File: src/hw/memPkg.sv
`default_nettype none

package memPkg;

    // byte address into the RAM
    localparam int AddrWidth = 17;

    // one data word or one instruction
    localparam int DataWidth = 32;

    // one RAM location
    localparam int ByteWidth = 8;

    // byte count of an access
    localparam int LenWidth = 3;

    localparam logic [LenWidth-1:0] LenByte = 3'd1;
    localparam logic [LenWidth-1:0] LenHalf = 3'd2;
    localparam logic [LenWidth-1:0] LenWord = 3'd4;

    // one byte per address, whole address space populated
    localparam int RamDepth = 2 ** AddrWidth;

    // Idle   waiting for a request; the valid cycle already drives byte 0
    // Issue  stepping the address through the access
    // Drain  last read byte arrives one cycle after its address
    typedef enum logic [1:0] {
        Idle  = 2'd0,
        Issue = 2'd1,
        Drain = 2'd2
    } SeqState;

endpackage

`default_nettype wire

File: src/hw/memReqIf.sv
`timescale 1ns/1ps
`default_nettype none

interface memReqIf;

    logic                           valid;
    logic                           write;
    logic [memPkg::AddrWidth-1:0]   addr;
    logic [memPkg::LenWidth-1:0]    len;
    logic [memPkg::DataWidth-1:0]   wdata;

    // completion side
    logic                           busy;
    logic                           done;
    logic [memPkg::DataWidth-1:0]   rdata;

    modport arbiter (
        output valid, write, addr, len, wdata,
        input  busy, done, rdata
    );

    modport sequencer (
        input  valid, write, addr, len, wdata,
        output busy, done, rdata
    );

endinterface

`default_nettype wire

File: src/hw/memArbiter.sv
`timescale 1ns/1ps
`default_nettype none

module memArbiter (
    input  logic                           clk,
    input  logic                           rst,

    input  logic                           fetchEn,
    input  logic [memPkg::AddrWidth-1:0]   fetchAddr,

    input  logic                           dataEn,
    input  logic                           dataWrite,
    input  logic [memPkg::LenWidth-1:0]    dataLen,
    input  logic [memPkg::AddrWidth-1:0]   dataAddr,
    input  logic [memPkg::DataWidth-1:0]   dataWdata,

    output logic                           fetchDone,
    output logic [memPkg::DataWidth-1:0]   fetchInst,
    output logic                           dataDone,
    output logic [memPkg::DataWidth-1:0]   dataRdata,

    memReqIf.arbiter                       req
);

    logic seqFree;
    logic accept;
    logic ownerData;

    // busy only rises the cycle after valid, so valid blocks too
    assign seqFree = !req.valid && !req.busy && !req.done;
    assign accept  = seqFree && (dataEn || fetchEn);

    always_ff @(posedge clk) begin
        if (rst) begin
            req.valid <= 1'b0;
            ownerData <= 1'b0;
        end else begin
            req.valid <= accept;
            if (accept) begin
                // data port wins a tie
                ownerData <= dataEn;
            end
        end
    end

    // request fields stay put until the next accept
    always_ff @(posedge clk) begin
        if (accept) begin
            if (dataEn) begin
                req.write <= dataWrite;
                req.addr  <= dataAddr;
                req.len   <= dataLen;
                req.wdata <= dataWdata;
            end else begin
                req.write <= 1'b0;
                req.addr  <= fetchAddr;
                req.len   <= memPkg::LenWord;
                req.wdata <= '0;
            end
        end
    end

    // completion goes to the owner only
    assign fetchDone = req.done && !ownerData;
    assign dataDone  = req.done && ownerData;

    assign fetchInst = ownerData ? '0 : req.rdata;
    assign dataRdata = ownerData ? req.rdata : '0;

endmodule

`default_nettype wire

File: src/flat_wrapper.sv
// flat-port wrapper written by rule: the top's interface ports become plain ports
module memArbiter_flat 
  (clk, rst, fetchEn, fetchAddr, dataEn, dataWrite, dataLen, dataAddr, dataWdata, fetchDone, fetchInst, dataDone, dataRdata, req_valid, req_write, req_addr, req_len, req_wdata, req_busy, req_done, req_rdata);
  memReqIf req_i ();
  input  logic clk;
  input  logic rst;
  input  logic fetchEn;
  input  logic [memPkg::AddrWidth-1:0] fetchAddr;
  input  logic dataEn;
  input  logic dataWrite;
  input  logic [memPkg::LenWidth-1:0] dataLen;
  input  logic [memPkg::AddrWidth-1:0] dataAddr;
  input  logic [memPkg::DataWidth-1:0] dataWdata;
  output logic fetchDone;
  output logic [memPkg::DataWidth-1:0] fetchInst;
  output logic dataDone;
  output logic [memPkg::DataWidth-1:0] dataRdata;
  output wire logic [$bits(req_i.valid)-1:0] req_valid;
  output wire logic [$bits(req_i.write)-1:0] req_write;
  output wire logic [$bits(req_i.addr)-1:0] req_addr;
  output wire logic [$bits(req_i.len)-1:0] req_len;
  output wire logic [$bits(req_i.wdata)-1:0] req_wdata;
  input wire logic [$bits(req_i.busy)-1:0] req_busy;
  input wire logic [$bits(req_i.done)-1:0] req_done;
  input wire logic [$bits(req_i.rdata)-1:0] req_rdata;
  assign req_valid = req_i.valid;
  assign req_write = req_i.write;
  assign req_addr = req_i.addr;
  assign req_len = req_i.len;
  assign req_wdata = req_i.wdata;
  assign req_i.busy = req_busy;
  assign req_i.done = req_done;
  assign req_i.rdata = req_rdata;
  memArbiter u_core (.clk(clk), .rst(rst), .fetchEn(fetchEn), .fetchAddr(fetchAddr), .dataEn(dataEn), .dataWrite(dataWrite), .dataLen(dataLen), .dataAddr(dataAddr), .dataWdata(dataWdata), .fetchDone(fetchDone), .fetchInst(fetchInst), .dataDone(dataDone), .dataRdata(dataRdata), .req(req_i));
endmodule
File: config.mk
export PLATFORM = sky130hd
export DESIGN_NAME = memArbiter_flat
export DESIGN_NICKNAME = d
export VERILOG_FILES = /design/src/hw/memPkg.sv /design/src/hw/memReqIf.sv /design/src/hw/memArbiter.sv /design/src/flat_wrapper.sv
export SDC_FILE = /design/constraint.sdc
export NUM_CORES = 1
export LEC_CHECK = 0
export BUFFER_PORTS_ARGS = -buffer_cell sky130_fd_sc_hd__buf_2
export CORE_MARGIN = 5
export CORE_UTILIZATION = 41
export DETAILED_ROUTE_END_ITERATION = 8
export PLACE_DENSITY = 0.9
export SLEW_MARGIN = 20
export SYNTH_ARGS = -nofsm -noshare
export SYNTH_HDL_FRONTEND = slang
export SYNTH_SLANG_ARGS = --single-unit
File: constraint.sdc
create_clock -name clk -period 5.6 [get_ports clk]
set_input_delay 1.12 -clock clk [delete_from_list [all_inputs] [get_ports clk]]
set_output_delay 1.12 -clock clk [all_outputs]
set_load 0.01 [all_outputs]
Word level (Yosys, flattened, before mapping)
Index checks and enable logic that the tools add are counted.

storage, ports and cells
  flip-flop bits (word level) = 55
  output and inout port bits = 120
  memories = 0
  input port bits = 108
  word-level logic and storage cells = 19
  memory bits (writable) = 0
  bits in latches = 0
  memory bits (read-only) = 0

operators by class
  mux-type cells = 3
  bitwise operators = 0
  reductions and logical operators = 10
  shift operators = 0
  eq/ne operators = 0
  $mul = 0
  div/mod/pow operators = 0
  $add $sub $neg = 0
  order comparisons = 0

operators by type and width
  kind                 number
  $mux W32             2
  $mux W17             1
  $logic_and A1 B1 Y1  5
  $logic_not A1 Y1     4
  $logic_or A1 B1 Y1   1

Longest topological paths before layout
Gate-level depths: netlist of run 1.

  depth after elaboration = 4
  depth in mapped cells = 4
  mapped depth without buffers = 3

Worst setup path before layout of run 1
No wires, ideal clock.

  path type = input to register
  from = in dataEn
  to = reg u_core.req.addr[0], enable pin
  stages on the path = 3
  required time = 5.161 ns
  buffers on the path = 1
  library setup time = 0.439 ns
  arrival = 3.029 ns
  setup slack = 2.132 ns
  path through = buf_6 > nor2_2 > nor4_4

between the ends
  word-level cells in the longest chain between the ends = 2

RTL lines
  item                     RTL line           source
  from (decl)              flat_wrapper.sv:9  input logic dataEn;
  $logic_or A1 B1 Y1       memArbiter.sv:31   assign accept = seqFree && (dataEn || fetchEn);
  $logic_and A1 B1 Y1      memArbiter.sv:31
  named net u_core.accept  memArbiter.sv:26   logic accept;
  to (signal assigned)     memArbiter.sv:51   req.addr <= dataAddr;
  to (signal assigned)     memArbiter.sv:56   req.addr <= fetchAddr;
  to (decl)                memReqIf.sv:18     output valid, write, addr, len, wdata,

The timed path passes the listed nets, and every way through them passes these cells.
A chain may end at the register's enable or synchronous reset.

Worst setup path in the final report of run 1
  from = in dataEn
  to = reg u_core.req.wdata[0], enable pin

between the ends
  word-level cells in the longest chain between the ends = 2

RTL lines
  item                     RTL line          source
  $logic_or A1 B1 Y1       memArbiter.sv:31
  $logic_and A1 B1 Y1      memArbiter.sv:31
  named net u_core.accept  memArbiter.sv:26
  to (signal assigned)     memArbiter.sv:53  req.wdata <= dataWdata;
  to (decl)                memReqIf.sv:18

The timed path passes the listed nets, and every way through them passes these cells.

==> flow_metrics.tcl, run 1 <==
set metrics [dict create \
    max_freq_mhz 319 \
    syn-num-nets 301 \
    antenna_left 0 \
    drc 0 \
    rsz0062_at_grt "no" \
    dr.pass1.iters 4 \
    crit_fanout 55 \
    synth_area_per_cell_um2 13.4 \
    syn_area_um2 2590 \
    grt_use_total_pct 17.0 \
    gr-total-overflow 0 \
    seq_area_frac_synth_pct 62.9 \
    final-hold-violation-count 0 \
    period_needed_ns 3.13 \
    setup_viol 0 \
    hold_class "reg2reg" \
    status "completed" \
    cts-buffers-inserted 5 \
    critical_path_class "in2reg" \
    worst_pin_slew_ns 0.973 \
    finalNetCount 525 \
    dpl.hpwl_mm 6.10 \
    area_delta_synth_final_pct 48.7 \
    slew_headroom_pct 34.6 \
    die_x_um 89.5 \
    initial_core_util_pct 41.6 \
    io_buffers 227 \
    critPathCaptureType "flip-flop" \
    clock-sinks 55 \
    synth_cell_type_count 12 \
    fin_setup_tns_ns 0 \
    postSynthCellCount 193 \
    ctsResizeCount 0 \
    avgViaCountPerCell 4.48 \
    min_period_over_period_pct 55.9 \
    die_h_um 89.5 \
    antenna_cells 0 \
    grt_start_max_net_pins 68 \
    crit_required_ns 5.54 \
    ios 228 \
    grt_pass1_wl_mm 10.4 \
    die_area_um2 8020 \
    first_global_vias 2234 \
    wl_per_cell_um 15.0 \
    arrival_ns 3.07 \
    slew_violations 0 \
    power.density_nw_per_um2 214 \
    rows 29 \
    antenna_found_initial 0 \
    globalplace.congestion 0.868 \
    cts_post_setup_buffers_inserted 0 \
    startpoint_type "primary input" \
    num_vias 2220 \
    clockRootBuffer "clkbuf_8" \
    coreArea_um2 6240 \
    cts_buffer_depth 2 \
    clk-insertion-delay-late_ns 0.29 \
    ys_ff_latch 55 \
    drt_iter0_drc 56 \
    htreeDepth 2 \
    leakagePower_nw 1.91 \
    layout_common_cells "buf_2, and2_1, edfxtp_1" \
    cap_violations 0 \
    drive_above_1_share_pct 61.2 \
    skew_ns 0.00530 \
    final_common_cell "buf_2" \
    ir_worst_vdd_uv 115 \
    yosysWarningCount 0 \
    holdWs_ns 0.698 \
    hold_buffers 0 \
    route.final.wire_length_mm 7.44 \
    path_clk_slew_ns 0.09 \
    cts_tree "done" \
]
final timing paths:
check	to	slack, ns	startpoint	cells past startpoint
min	u_core.req.wdata[17]	0.70	u_core.req.valid	1
min reg2reg	u_core.req.wdata[17]	0.70	u_core.req.valid	1
max reg2reg	u_core.req.wdata[0]	3.49	u_core.req.valid	2
max	u_core.req.wdata[0]	2.47	dataEn	5
flip-flops by register name, indices dropped and copies added (netlist names):
name and flops:
u_core.req.wdata 32, u_core.req.addr 17, u_core.req.len 3, u_core.req.valid 1, u_core.req.write 1, u_core.ownerData 1
cell usage after synthesis:
master / instances / area share (%)
nor2_2: 1 / 0.24
nor2b_1: 34 / 8.2
mux2_2: 17 / 7.4
mux2i_1: 1 / 0.39
buf_2: 4 / 0.77
dfxtp_1: 2 / 1.5
nand2b_1: 3 / 0.72
edfxtp_1: 53 / 61
nor4_4: 1 / 0.82
buf_6: 3 / 1.3
clkbuf_1: 6 / 0.87
and2_1: 68 / 16
cell families after synthesis:
logic type,after synthesis,share of synthesized area (%)
mux,18,7.77
flops,55,62.9
buf+inv,13,2.94
simple gates,107,26.4
per-stage QoR:
| step | setup WS (ns) | area, um^2 | power (mW) | util, % | std cells |
|---|---|---|---|---|---|
| after global routing | 2.22 | 3860 | 0.866 | 61.8 | 495 |
| after global placement | 2.29 | 3770 | 0.629 | 60.4 | 487 |
| final | 2.47 | 3860 | 0.827 | 61.8 | 495 |
| after floorplan | 2.13 | 2590 | 0.555 | - | 193 |
| after CTS | 2.43 | 3860 | 0.837 | 61.8 | 495 |
| after detailed placement | 2.12 | 3770 | 0.633 | 60.4 | 487 |
where the power goes:
part | total [mW] | switching, mW | internal, mW
registers | 0.472 | 0.00338 | 0.469
clock network | 0.205 | 0.117 | 0.0876
logic | 0.150 | 0.0733 | 0.0763
total | 0.827 | 0.194 | 0.633
cell type report:
cell class                      count  area [um^2]
Fill cell                         498         2380
Sequential cell                    55         1630
Timing Repair Buffer              230         1160
Multi-Input combinational cell    125          886
Tap cell                           77         96.3
Clock buffer                        6         72.6
Clock inverter                      2         12.5
metal layers:
layer	wire length (um)	global-route usage (%)	vias up	share of wire, %
li1	-	-	1090	-
met1	2490	18.4	1007	33
met2	4090	32.4	121	55
met3	821	5.44	2	11
met4	40	3.65	0	0.54
met5	0	0	-	0
worst max-delay path: stages:
cell and delay [ns]:
buf_2 0.08, buf_4 0.41, nor2_2 0.11, nor4_4 0.74
buf_4 0.57
No activity file was read; power rests on OpenSTA's default activity.
==> run 2: changes to the inputs <==
--- a/config.mk
+++ b/config.mk
@@ -7,9 +7,9 @@
 export LEC_CHECK = 0
 export BUFFER_PORTS_ARGS = -buffer_cell sky130_fd_sc_hd__buf_2
 export CORE_MARGIN = 5
-export CORE_UTILIZATION = 41
+export CORE_UTILIZATION = 38
 export DETAILED_ROUTE_END_ITERATION = 8
-export PLACE_DENSITY = 0.9
+export PLACE_DENSITY = 0.85
 export SLEW_MARGIN = 20
 export SYNTH_ARGS = -nofsm -noshare
 export SYNTH_HDL_FRONTEND = slang
==> constraint.sdc (replaced) <==
create_clock -name clk -period 3.25 [get_ports clk]
set_input_delay 0.65 -clock clk [delete_from_list [all_inputs] [get_ports clk]]
set_output_delay 0.65 -clock clk [all_outputs]
set_load 0.01 [all_outputs]
==> run 2 against run 1 <==
Clock power is 76% higher. First-iteration DRC count is 13% higher. Utilization is 4.2 points lower. Sequential power is 74% higher. Largest cell class unchanged. Highest routed layer unchanged.
==> flow_metrics.tcl, run 2 (synthesis results as in run 1) <==
set metrics [dict create \
    path_clk_slew_ns 0.09 \
    grt_use_total_pct 16.4 \
    setup_viol 0 \
    cts-buffers-inserted 5 \
    critPathSlowestCell "dfxtp_2" \
    startpoint_type "flip-flop" \
    internal_power_mw 1.09 \
    ios 228 \
    switching_share_pct 23.9 \
    worst_pin_slew_ns 0.913 \
    max_freq_mhz 439 \
    clockRootBuffer "clkbuf_8" \
    skew_ns 0.00575 \
    clkPwrFrac_pct 25.1 \
    wl_met3_um 783 \
    io_buffers 227 \
    leakagePower_nw 1.91 \
    combPwrFrac_pct 17.6 \
    power.total_mw 1.43 \
    min_period_over_period_pct 70.0 \
    rsz0062_at_grt "no" \
    slew_headroom_pct 39.2 \
    ctsResizeCount 0 \
    slew_violations 0 \
    multi_input_area_um2 886 \
    drt_iter0_drc 63 \
    top_layer "met4" \
    wl_met1_mm 2.59 \
    top_regs "u_core.req.wdata x32, u_core.req.addr x17, u_core.req.len x3" \
    gr-total-overflow 0 \
    antenna_left 0 \
    grt_pass1_wl_mm 10.9 \
    ir_worst_vdd_uv 171 \
    finalWorstSetupSlack_ns 0.974 \
    cap_violations 0 \
    grt_start_max_net_pins 68 \
    final-hold-violation-count 0 \
    num_vias 2191 \
    pwr-share-seq_pct 57.3 \
    finalNetCount 524 \
    switching_power_mw 0.343 \
    clock-sinks 55 \
    cts_post_setup_buffers_inserted 0 \
    avgViaCountPerCell 4.41 \
    hold_buffers 0 \
    dr_wl_met2_mm 3.94 \
    critPathCaptureType "output pin" \
    crit_fanout 67 \
    area_delta_synth_final_pct 49.3 \
    dpl.hpwl_mm 6.06 \
    globalplace.congestion 0.737 \
    power.density_nw_per_um2 370 \
    largest-register "u_core.req.wdata" \
    die_area_um2 8580 \
    status "completed" \
    die_h_um 92.6 \
    cts_tree "done" \
    arrival_ns 1.63 \
    antenna_cells 0 \
    fin_setup_tns_ns 0 \
    drc 0 \
    path_cells "and2_1, buf_2" \
    finalNonFillerCells 497 \
    drive_above_1_share_pct 61.4 \
    cts_buffer_depth 2 \
    dr.pass1.iters 4 \
    rows 30 \
    final_common_cell "buf_2" \
    antenna_found_initial 0 \
    first_global_vias 2255 \
    htreeDepth 2 \
    place_ws_ns 1.17 \
    max_stage_delay_ns 0.92 \
    critical_path_class "reg2out" \
    crit_required_ns 2.60 \
    route.final.wire_length_mm 7.41 \
    die_x_um 92.6 \
    holdWs_ns 0.523 \
    layout_common_cells "buf_2, and2_1, edfxtp_1" \
    regArea_um2 1630 \
    clk-insertion-delay-late_ns 0.31 \
    dp.cells 489 \
    hold_class "in2reg" \
    fillers 575 \
    wl_per_cell_um 14.9 \
    period_needed_ns 2.28 \
    coreArea_um2 6720 \
    largest_reg_flops 32 \
    initial_core_util_pct 38.6 \
]
## run 2: changes by cell type in the layout (fill, tap and decap cells not counted)
| cell | delta |
|---|---|
| clkbuf_1 | -1 |
| dfxtp_2 | +1 |
| dfxtp_1 | -1 |
| buf_12 | +1 |
| clkinv_1 | +1 |
| clkinv_2 | -1 |
| clkinv_4 | +1 |
| buf_4 | -2 |
## run 2: through the flow
step / util [%] / cell area, um^2
floorplan: - / 2590
global placement: 56.3 / 3780
detailed placement: 56.3 / 3780
CTS: 57.6 / 3870
global route: 57.6 / 3870
finish: 57.6 / 3870
## run 2: worst paths after layout
path                         start                end  slack [ns]  depth (start not counted)
setup / recovery  u_core.ownerData      dataRdata[29]        0.97                          2
hold / removal                 rst   u_core.req.valid        0.52                          2
setup reg to reg  u_core.req.valid  u_core.req.len[0]        1.70                          2
hold reg to reg   u_core.req.valid   u_core.ownerData        0.65                          2
## run 2: worst max-delay path, delay by kind of cell, from the launching register on
kind,cells,cell delay (ns)
simple gates,1,0.25
buf+inv,1,0.14
flops,1,0.92
## run 2: layer usage
layer	GRT usage (%)	vias up
met3	4.22	8
met5	0	-
li1	-	1091
met4	5.98	0
met2	31.5	138
met1	17.0	954
## run 2: area by class of cell
class / count / share of cell area (%)
sequential: 55 / 42.2
timing repair buffer: 229 / 30.1
multi-input combinational: 125 / 22.9
tap: 80 / 2.59
clock buffer: 5 / 1.78
clock inverter: 3 / 0.517
## run 2: power by group through the flow
stage	Sequential (mW)	Combinational, mW	Clock, mW
floorplan	0.844	0.112	0
global placement	0.836	0.248	0
global route	0.825	0.277	0.402
finish	0.821	0.252	0.361
CTS	0.822	0.256	0.374
detailed placement	0.838	0.255	0
==> run 3: changes to the inputs <==
==> constraint.sdc (replaced) <==
create_clock -name clk -period 2.1 [get_ports clk]
set_input_delay 0.42 -clock clk [delete_from_list [all_inputs] [get_ports clk]]
set_output_delay 0.42 -clock clk [all_outputs]
set_load 0.01 [all_outputs]
==> run 3 against run 2 <==
Wire length is 2.0% higher. Critical path type unchanged. Worst setup slack worse by 0.68 ns. Largest cell class unchanged. Highest routed layer unchanged. Sequential share of layout area decreased by 0.52 points. Largest power group unchanged. Flip-flop and latch count unchanged. Clock skew increased by 0.0019 ns. Utilization up 0.67 points. Critical endpoint is now dataRdata[31]. Global-route usage grew 0.17 points.
==> flow_metrics.tcl, run 3 (synthesis results as in run 1) <==
set metrics [dict create \
    io_buffers 227 \
    rsz0062_at_grt "no" \
    slew_headroom_pct 68.5 \
    die_h_um 92.6 \
    coreArea_um2 6720 \
    critPathCaptureType "output pin" \
    cts-buffers-inserted 5 \
    grt_use_total_pct 16.6 \
    final_common_cell "buf_2" \
    crit_fanout 67 \
    arrival_ns 1.38 \
    antenna_found_initial 0 \
    critPathSlowestCell "buf_4" \
    drc 0 \
    fillers 523 \
    ir_worst_vdd_uv 296 \
    place_ws_ns 0.443 \
    htreeDepth 2 \
    largest_reg_flops 32 \
    startpoint_type "flip-flop" \
    cap_violations 0 \
    crit_required_ns 1.68 \
    setup_viol 0 \
    path_cells "buf_4, and2_1, buf_2" \
    dr.pass1.iters 6 \
    min_period_over_period_pct 85.9 \
    cts_post_setup_buffers_inserted 0 \
    status "completed" \
    finalWorstSetupSlack_ns 0.297 \
    hold_class "in2reg" \
    power.density_nw_per_um2 601 \
    max_stage_delay_ns 0.41 \
    largest-register "u_core.req.wdata" \
    wl_per_cell_um 15.1 \
    first_global_vias 2307 \
    route.final.wire_length_mm 7.56 \
    antenna_left 0 \
    regArea_um2 1630 \
    clockRootBuffer "clkbuf_8" \
    hold_buffers 0 \
    critical_path_class "reg2out" \
    max_freq_mhz 555 \
    final-hold-violation-count 0 \
    multi_input_area_um2 891 \
    clock-sinks 55 \
    cts_tree "done" \
    drive_above_1_share_pct 61.6 \
    fin_util_pct 58.3 \
    rows 30 \
    drt_iter0_drc 81 \
    fin_setup_tns_ns 0 \
    antenna_cells 0 \
    ios 228 \
    num_vias 2209 \
    top_regs "u_core.req.wdata x32, u_core.req.addr x17, u_core.req.len x3" \
    cts_buffer_depth 2 \
    skew_ns 0.00762 \
    worst_pin_slew_ns 0.472 \
    area_delta_synth_final_pct 51.0 \
    holdWs_ns 0.302 \
    period_needed_ns 1.80 \
    grt_start_max_net_pins 68 \
    ctsResizeCount 0 \
    clk-insertion-delay-late_ns 0.30 \
    path_clk_slew_ns 0.10 \
    die_x_um 92.6 \
    globalplace.congestion 0.742 \
    slew_violations 0 \
    leakagePower_nw 1.93 \
    dpl.hpwl_mm 6.14 \
    grt_pass1_wl_mm 11.1 \
    gr-total-overflow 0 \
    finalNetCount 526 \
    layout_common_cells "buf_2, and2_1, edfxtp_1" \
    power.total_mw 2.35 \
    avgViaCountPerCell 4.43 \
    initial_core_util_pct 38.6 \
    die_area_um2 8580 \
]
[run 3: changes by cell type in the layout (fill, tap and decap cells not counted), sizes merged]
cell    delta
bufinv     +1
clkinv     -2
buf        +2
inv        +1
[run 3: through the flow]
stage / std cells / instance area (um^2)
final: 499 / 3920
after global routing: 499 / 3920
after CTS: 499 / 3920
after detailed placement: 491 / 3800
after global placement: 491 / 3800
after floorplan: 193 / 2610
[run 3: final cells by class]
cell class | count | area share [%]
clock inverters | 3 | 1.18
repair buffers | 231 | 30.1
flip-flops and latches | 55 | 41.7
clock buffers | 5 | 1.76
multi-input cells | 125 | 22.7
well taps | 80 | 2.56
[run 3: power breakdown]
group	total (mW)	leakage [nW]	switching (mW)	internal, mW
clock	0.691	0.0548	0.332	0.359
sequential	1.26	0.528	0.00948	1.25
combinational	0.404	1.35	0.196	0.208
total	2.35	1.93	0.537	1.82
[run 3: worst paths after layout]
check	startpoint	endpoint	slack [ns]	depth (start not counted)
setup / recovery	u_core.ownerData	dataRdata[31]	0.30	3
hold / removal	rst	u_core.req.valid	0.30	2
setup reg to reg	u_core.req.valid	u_core.req.addr[15]	0.83	2
hold reg to reg	u_core.ownerData	u_core.ownerData	0.81	3
[run 3: layer usage]
metal  vias up  global-route usage (%)  share of wire [%]
li1       1093                       -                  -
met1       969                    17.5                 35
met2       145                    31.5                 53
met3         2                    5.36                 11
met4         0                    4.40               0.53
met5         -                       0                  0
[run 3: critical path: cells and delay by family, from the launching register on]
kind,cells,cell delay (ns)
DFF,1,0.33
buffers and inverters,2,0.54
and+or+nand+nor,1,0.20
