<file path="config.mk">
export PLATFORM = sky130hd
export DESIGN_NAME = byteSequencer_flat
export DESIGN_NICKNAME = d
export VERILOG_FILES = /design/src/hw/memPkg.sv /design/src/hw/memReqIf.sv /design/src/hw/ramBusIf.sv /design/src/hw/byteSequencer.sv /design/src/flat_wrapper.sv
export SDC_FILE = /design/constraint.sdc
export NUM_CORES = 1
export LEC_CHECK = 0
export ABC_AREA = 1
export BUFFER_PORTS_ARGS = -buffer_cell sky130_fd_sc_hd__buf_2
export CAP_MARGIN = 20
export CORE_ASPECT_RATIO = 1.75
export CORE_UTILIZATION = 45
export DETAILED_ROUTE_END_ITERATION = 12
export PLACE_DENSITY = 0.75
export SYNTH_ARGS = -nofsm -noshare
export SYNTH_HDL_FRONTEND = slang
export SYNTH_SLANG_ARGS = --single-unit
</file>
<file path="constraint.sdc">
create_clock -name clk -period 1.87 [get_ports clk]
set_clock_uncertainty 0.05 [all_clocks]
set_input_delay 0.2805 -clock clk [delete_from_list [all_inputs] [get_ports clk]]
set_output_delay 0.2805 -clock clk [all_outputs]
set_load 0.005 [all_outputs]
</file>
<file path="src/hw/memPkg.sv">
`default_nettype none

package memPkg;

    // byte address into the RAM
    localparam int AddrWidth = 17;

    // one data word or one instruction
    localparam int DataWidth = 32;

    // one RAM location
    localparam int ByteWidth = 8;

    // byte count of an access
    localparam int LenWidth = 3;

    localparam logic [LenWidth-1:0] LenByte = 3'd1;
    localparam logic [LenWidth-1:0] LenHalf = 3'd2;
    localparam logic [LenWidth-1:0] LenWord = 3'd4;

    // one byte per address, whole address space populated
    localparam int RamDepth = 2 ** AddrWidth;

    // Idle   waiting for a request; the valid cycle already drives byte 0
    // Issue  stepping the address through the access
    // Drain  last read byte arrives one cycle after its address
    typedef enum logic [1:0] {
        Idle  = 2'd0,
        Issue = 2'd1,
        Drain = 2'd2
    } SeqState;

endpackage

`default_nettype wire

</file>
<file path="src/hw/memReqIf.sv">
`timescale 1ns/1ps
`default_nettype none

interface memReqIf;

    logic                           valid;
    logic                           write;
    logic [memPkg::AddrWidth-1:0]   addr;
    logic [memPkg::LenWidth-1:0]    len;
    logic [memPkg::DataWidth-1:0]   wdata;

    // completion side
    logic                           busy;
    logic                           done;
    logic [memPkg::DataWidth-1:0]   rdata;

    modport arbiter (
        output valid, write, addr, len, wdata,
        input  busy, done, rdata
    );

    modport sequencer (
        input  valid, write, addr, len, wdata,
        output busy, done, rdata
    );

endinterface

`default_nettype wire

</file>
<file path="src/hw/ramBusIf.sv">
`timescale 1ns/1ps
`default_nettype none

interface ramBusIf;

    logic                           we;
    logic [memPkg::AddrWidth-1:0]   addr;
    logic [memPkg::ByteWidth-1:0]   wdata;
    logic [memPkg::ByteWidth-1:0]   rdata;

    modport master (
        output we, addr, wdata,
        input  rdata
    );

    modport ram (
        input  we, addr, wdata,
        output rdata
    );

endinterface

`default_nettype wire

</file>
<file path="src/hw/byteSequencer.sv">
`timescale 1ns/1ps
`default_nettype none

module byteSequencer (
    input  logic            clk,
    input  logic            rst,
    input  logic            rdy,
    input  logic            ioBufferFull,
    memReqIf.sequencer      req,
    ramBusIf.master         ram
);

    memPkg::SeqState                state;
    logic [memPkg::LenWidth-1:0]    cnt;
    logic                           stall;
    logic                           issuing;
    logic                           lastByte;

    // read capture, one cycle behind the address
    logic                           capLive;
    logic [memPkg::LenWidth-1:0]    capIdx;
    logic [memPkg::DataWidth-1:0]   assembly;
    logic [memPkg::DataWidth-1:0]   filled;

    assign stall = !rdy || ioBufferFull;

    // the valid cycle already presents byte 0
    assign issuing  = (state == memPkg::Idle && req.valid) || state == memPkg::Issue;
    assign lastByte = (cnt + memPkg::LenWidth'(1)) == req.len;

    assign req.busy = state != memPkg::Idle;

    // cnt is frozen on a stall and in drain, so the address holds
    assign ram.addr  = req.addr + memPkg::AddrWidth'(cnt);
    assign ram.wdata = req.wdata[cnt * memPkg::ByteWidth +: memPkg::ByteWidth];
    assign ram.we    = issuing && req.write && !stall;

    // rdata always belongs to last cycle's address; a stall repeats the same byte
    always_comb begin
        filled = assembly;
        if (capLive) begin
            filled[capIdx * memPkg::ByteWidth +: memPkg::ByteWidth] = ram.rdata;
        end
    end

    always_ff @(posedge clk) begin
        if (rst) begin
            state    <= memPkg::Idle;
            cnt      <= '0;
            capLive  <= 1'b0;
            req.done <= 1'b0;
        end else begin
            req.done <= 1'b0;
            capLive  <= (issuing && !req.write) || state == memPkg::Drain;

            if (issuing) begin
                if (stall) begin
                    // request recorded, nothing advances
                    state <= memPkg::Issue;
                end else if (!lastByte) begin
                    state <= memPkg::Issue;
                    cnt   <= cnt + memPkg::LenWidth'(1);
                end else if (req.write) begin
                    // last byte written on this edge
                    state    <= memPkg::Idle;
                    cnt      <= '0;
                    req.done <= 1'b1;
                end else begin
                    state <= memPkg::Drain;
                end
            end else if (state == memPkg::Drain && !stall) begin
                state    <= memPkg::Idle;
                cnt      <= '0;
                req.done <= 1'b1;
            end
        end
    end

    always_ff @(posedge clk) begin
        capIdx <= cnt;

        // cleared on accept so short loads come out zero-extended
        if (state == memPkg::Idle && req.valid) begin
            assembly <= '0;
        end else begin
            assembly <= filled;
        end

        if (state == memPkg::Drain && !stall) begin
            req.rdata <= filled;
        end
    end

endmodule

`default_nettype wire

</file>
<file path="src/flat_wrapper.sv">
// flat-port wrapper written by rule: the top's interface ports become plain ports
module byteSequencer_flat 
  (clk, rst, rdy, ioBufferFull, req_valid, req_write, req_addr, req_len, req_wdata, req_busy, req_done, req_rdata, ram_we, ram_addr, ram_wdata, ram_rdata);
  memReqIf req_i ();
  ramBusIf ram_i ();
  input  logic clk;
  input  logic rst;
  input  logic rdy;
  input  logic ioBufferFull;
  input wire logic [$bits(req_i.valid)-1:0] req_valid;
  input wire logic [$bits(req_i.write)-1:0] req_write;
  input wire logic [$bits(req_i.addr)-1:0] req_addr;
  input wire logic [$bits(req_i.len)-1:0] req_len;
  input wire logic [$bits(req_i.wdata)-1:0] req_wdata;
  output wire logic [$bits(req_i.busy)-1:0] req_busy;
  output wire logic [$bits(req_i.done)-1:0] req_done;
  output wire logic [$bits(req_i.rdata)-1:0] req_rdata;
  output wire logic [$bits(ram_i.we)-1:0] ram_we;
  output wire logic [$bits(ram_i.addr)-1:0] ram_addr;
  output wire logic [$bits(ram_i.wdata)-1:0] ram_wdata;
  input wire logic [$bits(ram_i.rdata)-1:0] ram_rdata;
  assign req_i.valid = req_valid;
  assign req_i.write = req_write;
  assign req_i.addr = req_addr;
  assign req_i.len = req_len;
  assign req_i.wdata = req_wdata;
  assign req_busy = req_i.busy;
  assign req_done = req_i.done;
  assign req_rdata = req_i.rdata;
  assign ram_we = ram_i.we;
  assign ram_addr = ram_i.addr;
  assign ram_wdata = ram_i.wdata;
  assign ram_i.rdata = ram_rdata;
  byteSequencer u_core (.clk(clk), .rst(rst), .rdy(rdy), .ioBufferFull(ioBufferFull), .req(req_i), .ram(ram_i));
endmodule
</file>
# After elaboration in Yosys (flattened, before gate mapping)
# Index checks and enable logic that the tools add are counted.
[word_totals]
out_inout_bits = 60
reg_bits = 74
inputBits = 66
wordCells = 50
[classes]
shifts = 3
addsub = 3
n_eq_ne = 5
reduce_logical = 15
muxes = 17
[ops]
columns = ["operator", "count"]
rows = [
  ["negation 6 -> 34 bit", 1],
  ["variable shift 8 x 34 -> 32 bit (first input constant)", 1],
  ["indexed part select 8 x 34 -> 32 bit", 1],
  ["bitwise mux 32 bit", 1],
  ["two-way mux 32 bit", 1],
  ["indexed part select 32 x 7 -> 8 bit", 1],
  ["adder 17 x 3 -> 17 bit", 1],
  ["two-way mux 3 bit", 5],
  ["two-way mux 2 bit", 5],
  ["logical AND 1 bit", 5],
  ["two-way mux 1 bit", 5],
  ["nonzero test 2 bit", 2],
  ["adder 3 x 1 -> 3 bit (second input constant)", 1],
  ["equality test 3 bit", 1],
  ["zero test 1 bit", 3],
  ["logical OR 1 bit", 3],
  ["inequality test 3 bit (second input constant)", 1],
  ["AND reduction 3 bit", 1],
  ["equality test 2 x 1 -> 1 bit (second input constant)", 1],
  ["equality test 2 bit (second input constant)", 1],
  ["zero test 2 bit", 1],
  ["inequality test 2 bit (second input constant)", 1],
]

# Longest topological paths before layout
# Gate-level depths: netlist of run 1.
[depth]
depth_word = 6
depth_mapped = 12

# Least setup slack after synthesis of run 1
# No wires, ideal clock.
[synth_timing]
kind = "reg2reg"
startpoint = "reg u_core.capIdx[0] in the netlist's numbering"
endpoint = "reg u_core.req.rdata[0], data pin"
path_buffers = 2
setup_time_ns = 0.259
t_arrival_ns = 1.709
path_stages_with_launch = 12
setup_slack_ns = -0.147
path_cell_list = "dfxtp_1 buf_6 inv_2 ha_1 ha_1 inv_1 nand2_1 nor2_1 nand2_1 buf_6 o21ai_0 inv_1"
[synth_between]
elab_chain_len = 4
elab_cells_between_ends = 5
classes_between = "add/sub (1); shift (2); mux (2)"
[synth_rtl]
columns = ["element", "line_no", "rtl"]
rows = [
  ["start, declared", "byteSequencer.sv:21", "logic [memPkg::LenWidth-1:0] capIdx;"],
  ["start signal, assigned", "byteSequencer.sv:80", "capIdx <= cnt;"],
  ["negation 6 -> 34 bit *", "byteSequencer.sv:42", "filled[capIdx * memPkg::ByteWidth +: memPkg::ByteWidth] = ram.rdata;"],
  ["indexed part select 8 x 34 -> 32 bit or variable shift 8 x 34 -> 32 bit (tied branches)", "byteSequencer.sv:42", ""],
  ["bitwise mux 32 bit *", "byteSequencer.sv:42", ""],
  ["two-way mux 32 bit *", "byteSequencer.sv:41", "if (capLive) begin"],
  ["named net u_core.filled, one bit", "byteSequencer.sv:23", "logic [memPkg::DataWidth-1:0] filled;"],
  ["end signal, assigned", "byteSequencer.sv:90", "req.rdata <= filled;"],
  ["end, declared", "memReqIf.sv:24", "output busy, done, rdata"],
]
# The timed path passes the listed nets; every way through them passes the cells marked *.
# A chain may end at the register's enable or synchronous reset.

# Worst setup path after layout of run 1
[layout_timing]
startpoint = "reg u_core.cnt[0] in the netlist's numbering"
endpoint = "out ram_addr[10]"
[layout_between]
elab_chain_len = 1
[layout_rtl]
columns = ["element", "line_no", "rtl"]
rows = [
  ["start, declared", "byteSequencer.sv:14", "logic [memPkg::LenWidth-1:0] cnt;"],
  ["start signal, assigned", "byteSequencer.sv:62", "cnt <= cnt + memPkg::LenWidth'(1);"],
  ["adder 17 x 3 -> 17 bit", "byteSequencer.sv:34", "assign ram.addr = req.addr + memPkg::AddrWidth'(cnt);"],
  ["end, declared", "flat_wrapper.sv:19", "output wire logic [$bits(ram_i.addr)-1:0] ram_addr;"],
]
# No other way between the ends.

==> results of run 1 <==
[metrics by stage]
step / setup slack, ns / hold WS (ns) / std cells
after CTS: -0.381 / 0.0855 / 673
after detailed placement: -0.261 / 0.413 / 653
after global placement: -0.204 / 0.407 / 653
after global routing: -0.471 / 0.0975 / 675
after floorplan: 0.00236 / 0.300 / 439
final: -0.378 / 0.0968 / 675
[critical path: stages, from the launching register on]
cell     delay, ns
dfxtp_4       0.35
ha_4          0.16
fa_2          0.36
nand2_1       0.07
nand2_1       0.05
nand2_2       0.12
nor2_4        0.05
nand2_2       0.07
nor3_1        0.05
o21ai_1       0.13
inv_1         0.05
buf_2         0.12
[final cells by class]
type	count	area share, %
tap	88	2.23
inverter	61	4.95
timing repair buffer	143	16.7
multi-input combinational	293	32.6
clock inverter	5	2.08
sequential	74	36.8
clock buffer	11	4.72
[worst max-delay path by stage]
stage / startpoint / end / slack [ns] / depth (start not counted)
finish: u_core.cnt[0] / ram_addr[10] / -0.38 / 11
global route: u_core.cnt[0] / ram_addr[10] / -0.47 / 11
CTS: u_core.cnt[0] / ram_addr[14] / -0.38 / 9
detailed placement: u_core.cnt[0] / ram_addr[12] / -0.26 / 9
global placement: u_core.cnt[0] / ram_addr[10] / -0.20 / 11
floorplan: u_core.capIdx[0] / u_core.req.rdata[0] / 0.002 / 11
[cells by family (layout without fill, tap and decap cells)]
logic type	count (synthesis)	count (layout)	synth area share (%)
DFF	74	74	51.0
AOI/OAI and AO/OA	63	63	8.93
buffers and inverters	72	220	8.64
xor gates and xnor gates	13	13	3.22
adders and majority gates	7	7	2.69
and+or+nand+nor	210	210	25.5
[state kept, by name (all words and copies together) (netlist names)]
signal / cells
u_core.assembly: 32
u_core.capIdx: 3
u_core.capLive: 1
u_core.cnt: 3
u_core.req.done: 1
u_core.req.rdata: 32
u_core.state: 2
[what timing repair did]
item,4_1_cts,5_1_grt
hold endpoints to repair,0,0
buffers inserted,6,1
gates resized for setup,24,17
pin swaps,10,10
setup endpoints to repair,36,43
gates cloned,0,1
[power by group]
group | total, W | switching [W] | internal (W)
Combinational | 0.000587 | 0.000332 | 0.000255
Sequential | 0.00174 | 0.0000164 | 0.00172
Clock | 0.00193 | 0.000627 | 0.00130
[per-layer routing]
layer  share of wire, %  track usage, %
met1                 35            21.6
met2                 56            43.0
met3                5.6            5.84
met4                3.4            11.0
met5                  0               0
[placed cells by master, fill, tap and decap left out, types with 2 or more instances in the layout]
cell / synthesis / routed
nand4_1: 4 / 4
dfxtp_2: 0 / 3
or2_2: 6 / 6
nand3_1: 18 / 15
buf_2: 2 / 125
a21oi_1: 30 / 30
nor3_4: 1 / 2
nor2_4: 1 / 2
o21ai_2: 0 / 12
o21ai_0: 27 / 18
o21ai_4: 0 / 2
buf_4: 2 / 12
bufinv_16: 0 / 3
dfxtp_1: 42 / 37
xnor2_1: 3 / 3
nand3_2: 0 / 3
nand2_1: 103 / 100
inv_1: 56 / 53
nor2_1: 63 / 60
nor3_1: 6 / 6
buf_6: 3 / 2
xor2_1: 10 / 10
nor2_2: 1 / 3
clkbuf_1: 4 / 2
nand2_2: 1 / 4
buf_12: 0 / 3
inv_2: 3 / 5
ha_4: 0 / 5
dfxtp_4: 0 / 2
clkbuf_16: 0 / 10
edfxtp_1: 32 / 32
==> results.ini, run 1 <==
[run_status]
status=finished, violations left
failed_checks=setup timing

[synth]
synth_top_area_cell=edfxtp_1
synth_sequential_area_ratio_pct=51.0
yosysMostFrequentCell=nand2_1
synth-seq-cells=74
syn_nets=512
postSynthAreaPerCell_um2=8.05
synth_area_leaders=edfxtp_1 (27%), dfxtp_1 (24%), nand2_1 (11%), nor2_1 (6.7%), inv_1 (6.0%)
postSynthCellCount=439
yosys_warnings=0
yosys.area.top_type_share_pct=27.2
ys_types=33
synth_edf_count=32
synthTopCellsByCount=nand2_1 (103), nor2_1 (63), inv_1 (56)
synth-main-ff-cell=dfxtp_1
syn_area_um2=3530
async_reset_ff_share_pct=0

[power]
total_power_w=0.00425
p_leak_nw=2.46
peakVddDrop_mv=0.481
power-per-cell-area_nw_per_um2=862

[setup_path]
rrSetupSlack_ns=0.03
worst_setup_path_end_kind=output pin
worstPathArrival_ns=1.92
cp_max_fo=3
reg2reg_from=u_core.cnt[0]
cp.required_ns=1.54
reg2regPathDepth=10
critical_path_class=flop to output pin
start_kind=flop
r2r-end=u_core.cnt[2]

[timing]
slew_viol_final=0
rsz0062_at_grt=true
max_slew_margin_pct=77.2
finalHoldViolations=0
fin_crit_sh_pct=120
worst_pin_slew_ns=0.339
period_needed_ns=2.25
finalSetupTns_ns=-3.53
setup_ws_ns=-0.378
fmax_ghz=0.445
setup_viol=14

[grt]
grt_pass1_wl_mm=13.9
grt_use_total_pct=23.0
antenna_found_initial=0
grt_pass1_vias=3245
grt-ovfl-total=0
grt_max_degree=33

[route]
postRouteAntennaNets=0
wire_per_inst_um=13.0
vias=3371
dr.first_iter.drc_count=286
vias_per_cell=4.99
drc=0
first_pass_iters=4
detail_route.wirelength_mm=8.78

[final_layout]
multiInputGateArea_um2=1610
n_antenna_cell=0
postLayoutCoreUtil_pct=65.2
num-fill-cells=607
final_area_um2=4930
final_nets=655
drive_gt1_share_pct=36.3
areaGrowthSynthToFinish_pct=39.6
register_area_um2=1810

[clocking]
clk_transition_reported_paths_ns=0.06
cts_sinks=74
cts_root_buffer=clkbuf_16
cts.htree.levels=3
cts_buffer_depth=2
tritoncts=done
cts_buffers=9
clock_latency_ns=0.33
cts-hold-fix-buffers=0

[floorplanning]
die_y_um=119
core_area_um2=7570
start_util_pct=46.7
die_w_um=69.0
io_pins=126
rows=42
fp.dieArea_um2=8220

[place]
place_area_um2=4360
hpwlAfterDp_mm=6.29
port_buffers=125
place_congestion=0.888

[run]
max_cap_viol_count=0

[worst_hold_path]
hp-class=input port to flop
hold_end=u_core.req.done
hp-start=rst
holdPathStages=2

No activity file was read; power rests on OpenSTA's default activity.
==> inputs of run 2 (changes only) <==
ABC_AREA = not set   (was 1)
CORE_UTILIZATION = 44   (was 45)
PLACE_DENSITY = 0.74   (was 0.75)
==> results.ini, run 2 <==
[run_status]
status=finished, violations left  ; unchanged
failed_checks=setup timing  ; unchanged

[synth]
synth-seq-cells=74  ; unchanged
synth-main-ff-cell=dfxtp_1  ; unchanged
async_reset_ff_share_pct=0  ; unchanged
synth_edf_count=32  ; unchanged
postSynthAreaPerCell_um2=12.4  ; was 8.05 um^2
synth_top_area_cell=edfxtp_1  ; unchanged
synthTopCellsByCount=dfxtp_1 (42), a21boi_0 (32), edfxtp_1 (32), mux2_2 (32), nor2_1 (16)  ; was nand2_1 (103), nor2_1 (63), inv_1 (56)
syn_area_um2=3400  ; was 3530 um^2
yosysMostFrequentCell=dfxtp_1  ; was nand2_1
ys_types=43  ; was 33
synth_area_leaders=edfxtp_1 (28%), dfxtp_1 (25%), mux2_2 (11%), a21boi_0 (7.1%), mux4_2 (5.3%)  ; was edfxtp_1 (27%), dfxtp_1 (24%), nand2_1 (11%), nor2_1 (6.7%), inv_1 (6.0%)
synth_sequential_area_ratio_pct=53.1  ; was 51.0%
syn_nets=346  ; was 512
yosys.area.top_type_share_pct=28.3  ; was 27.2%
postSynthCellCount=273  ; was 439
yosys_warnings=0  ; unchanged

[final_layout]
multiInputGateArea_um2=1800  ; was 1610 um^2
final_nets=500  ; was 655
areaGrowthSynthToFinish_pct=48.3  ; was 39.6%
postLayoutCoreUtil_pct=67.0  ; was 65.2%
final_cell_mix=buf_2 (125), dfxtp_1 (37), edfxtp_1 (32)  ; was buf_2 (125), nand2_1 (100), nor2_1 (60)
reg_top3=u_core.assembly x32, u_core.req.rdata x32  ; unchanged
final_common_cell=buf_2  ; unchanged
final_area_um2=5040  ; was 4930 um^2
num-fill-cells=542  ; was 607
n_antenna_cell=0  ; unchanged
register_area_um2=1820  ; was 1810 um^2
drive_gt1_share_pct=59.0  ; was 36.3%

[route]
vias_per_cell=5.20  ; was 4.99
drc=0  ; unchanged
wire_per_inst_um=15.4  ; was 13.0 um
first_pass_iters=4  ; unchanged
vias=2702  ; was 3371
postRouteAntennaNets=0  ; unchanged
detail_route.wirelength_mm=8.00  ; was 8.78 mm
dr.first_iter.drc_count=150  ; was 286

[setup_path]
critical_path_class=flop to output pin  ; unchanged
start_kind=flop  ; unchanged
cp.required_ns=1.54  ; about the same
worst_setup_path_end_kind=output pin  ; unchanged
worstPathArrival_ns=2.03  ; was 1.92 ns
cp_max_fo=3  ; unchanged

[floorplanning]
die_y_um=118  ; was 119 um
fp.dieArea_um2=8090  ; was 8220 um^2
rows=42  ; unchanged
start_util_pct=45.2  ; was 46.7%
core_area_um2=7510  ; was 7570 um^2
die_w_um=68.4  ; was 69.0 um
io_pins=126  ; unchanged

[timing]
period_needed_ns=2.36  ; was 2.25 ns
setup_viol=87  ; was 14
worst_pin_slew_ns=0.348  ; was 0.339 ns
slew_viol_final=0  ; unchanged
setup_ws_ns=-0.488  ; was -0.378 ns
fin_crit_sh_pct=126  ; was 120%
fmax_ghz=0.424  ; was 0.445 GHz
finalSetupTns_ns=-9.96  ; was -3.53 ns
rsz0062_at_grt=true  ; unchanged
max_slew_margin_pct=76.8  ; was 77.2%
whs_ns=0.173  ; was 0.0968 ns
finalHoldViolations=0  ; unchanged

[clocking]
clock_latency_ns=0.33  ; about the same
cts.htree.levels=3  ; unchanged
cts_sinks=74  ; unchanged
clk_transition_reported_paths_ns=0.05  ; was 0.06 ns
cts_buffers=9  ; unchanged
cts_root_buffer=clkbuf_16  ; unchanged
cts_buffer_depth=2  ; unchanged
tritoncts=done  ; unchanged

[place]
place_congestion=0.863  ; was 0.888
hpwlAfterDp_mm=5.53  ; was 6.29 mm
place_area_um2=4320  ; was 4360 um^2
dp_slack_ns=-0.203  ; was -0.261 ns
port_buffers=125  ; unchanged

[power]
peakVddDrop_mv=0.512  ; was 0.481 mV
power-per-cell-area_nw_per_um2=812  ; was 862 nW/um^2
p_leak_nw=2.20  ; was 2.46 nW

[grt]
grt-ovfl-total=0  ; unchanged
grt_pass1_vias=2729  ; was 3245
grt_use_total_pct=20.4  ; was 23.0%
grt_max_degree=35  ; was 33
antenna_found_initial=0  ; unchanged
grt_pass1_wl_mm=12.1  ; was 13.9 mm

[worst_hold_path]
hp-class=input port to flop  ; unchanged

[run]
max_cap_viol_count=0  ; unchanged

-- run 2: changes by cell type after synthesis, moves of 8 or more --
cell	before	now
nand2_1	103	8
nor2_1	63	16
inv_1	56	11
a21boi_0	0	32
mux2_2	0	32
a21oi_1	30	3
o21ai_0	27	3
nand3_1	18	5
and2_1	0	10
mux4_2	0	8
-- run 2: kinds of logic (layout without fill, tap and decap cells) --
logic type               count (synthesis)  in the layout  synth area share [%]
AO/OA/AOI/OAI                           47             47                  9.99
multiplexers                            41             41                  16.2
adder cells (fa/ha/maj)                  7              7                  2.80
AND/OR/NAND/NOR                         63             63                  10.4
buffers and inverters                   24            183                  2.73
XOR/XNOR                                17             17                  4.79
flip-flops                              74             74                  53.1
-- run 2: worst paths after layout --
kind	from	end	slack [ns]	cells past startpoint
min reg2reg	u_core.cnt[2]	u_core.capIdx[2]	0.46	1
min	rst	u_core.capLive	0.17	2
max reg2reg	u_core.capIdx[0]	u_core.req.rdata[16]	-0.15	7
max	u_core.cnt[0]	ram_addr[14]	-0.49	7
-- run 2: critical path, stage by stage, from the launching register on --
cell,delay (ns)
dfxtp_4,0.36
ha_4,0.13
fa_2,0.19
a21o_1,0.12
or4b_4,0.51
nor2_4,0.11
xor2_1,0.15
buf_2,0.14
-- run 2: per-stage QoR --
stage | total power [W] | instances
after floorplan | 0.00197 | 273
after global placement | 0.00216 | 492
after detailed placement | 0.00217 | 492
after CTS | 0.00405 | 511
after global routing | 0.00424 | 520
final | 0.00409 | 520
-- run 2: layout make-up --
type,count,area share (%)
timing repair buffer,156,18.6
clock buffer,12,5.09
multi-input combinational,175,35.7
tap,88,2.19
inverter,11,0.820
clock inverter,4,1.49
sequential,74,36.0
-- run 2: where the power goes --
part,switching [W],internal (W),total [W]
registers,0.0000134,0.00171,0.00172
logic,0.000226,0.000284,0.000510
clock network,0.000622,0.00124,0.00186
-- run 2: routing by layer --
metal  global-route usage (%)  share of wire (%)  up-vias  wire [um]
met1                     20.1                 36     1273       2910
li1                         -                  -     1297          -
met5                        0                  0        -          0
met3                     5.31                5.6       15        446
met4                     7.42                1.7        0        136
met2                     37.9                 56      117       4510
-- run 2: what timing repair did --
action | 4_1_cts | 5_1_grt
gates resized for setup | 46 | 38
pin swaps | 15 | 25
setup endpoints to repair | 90 | 92
hold buffers | 0 | 0
setup buffers | 3 | 9
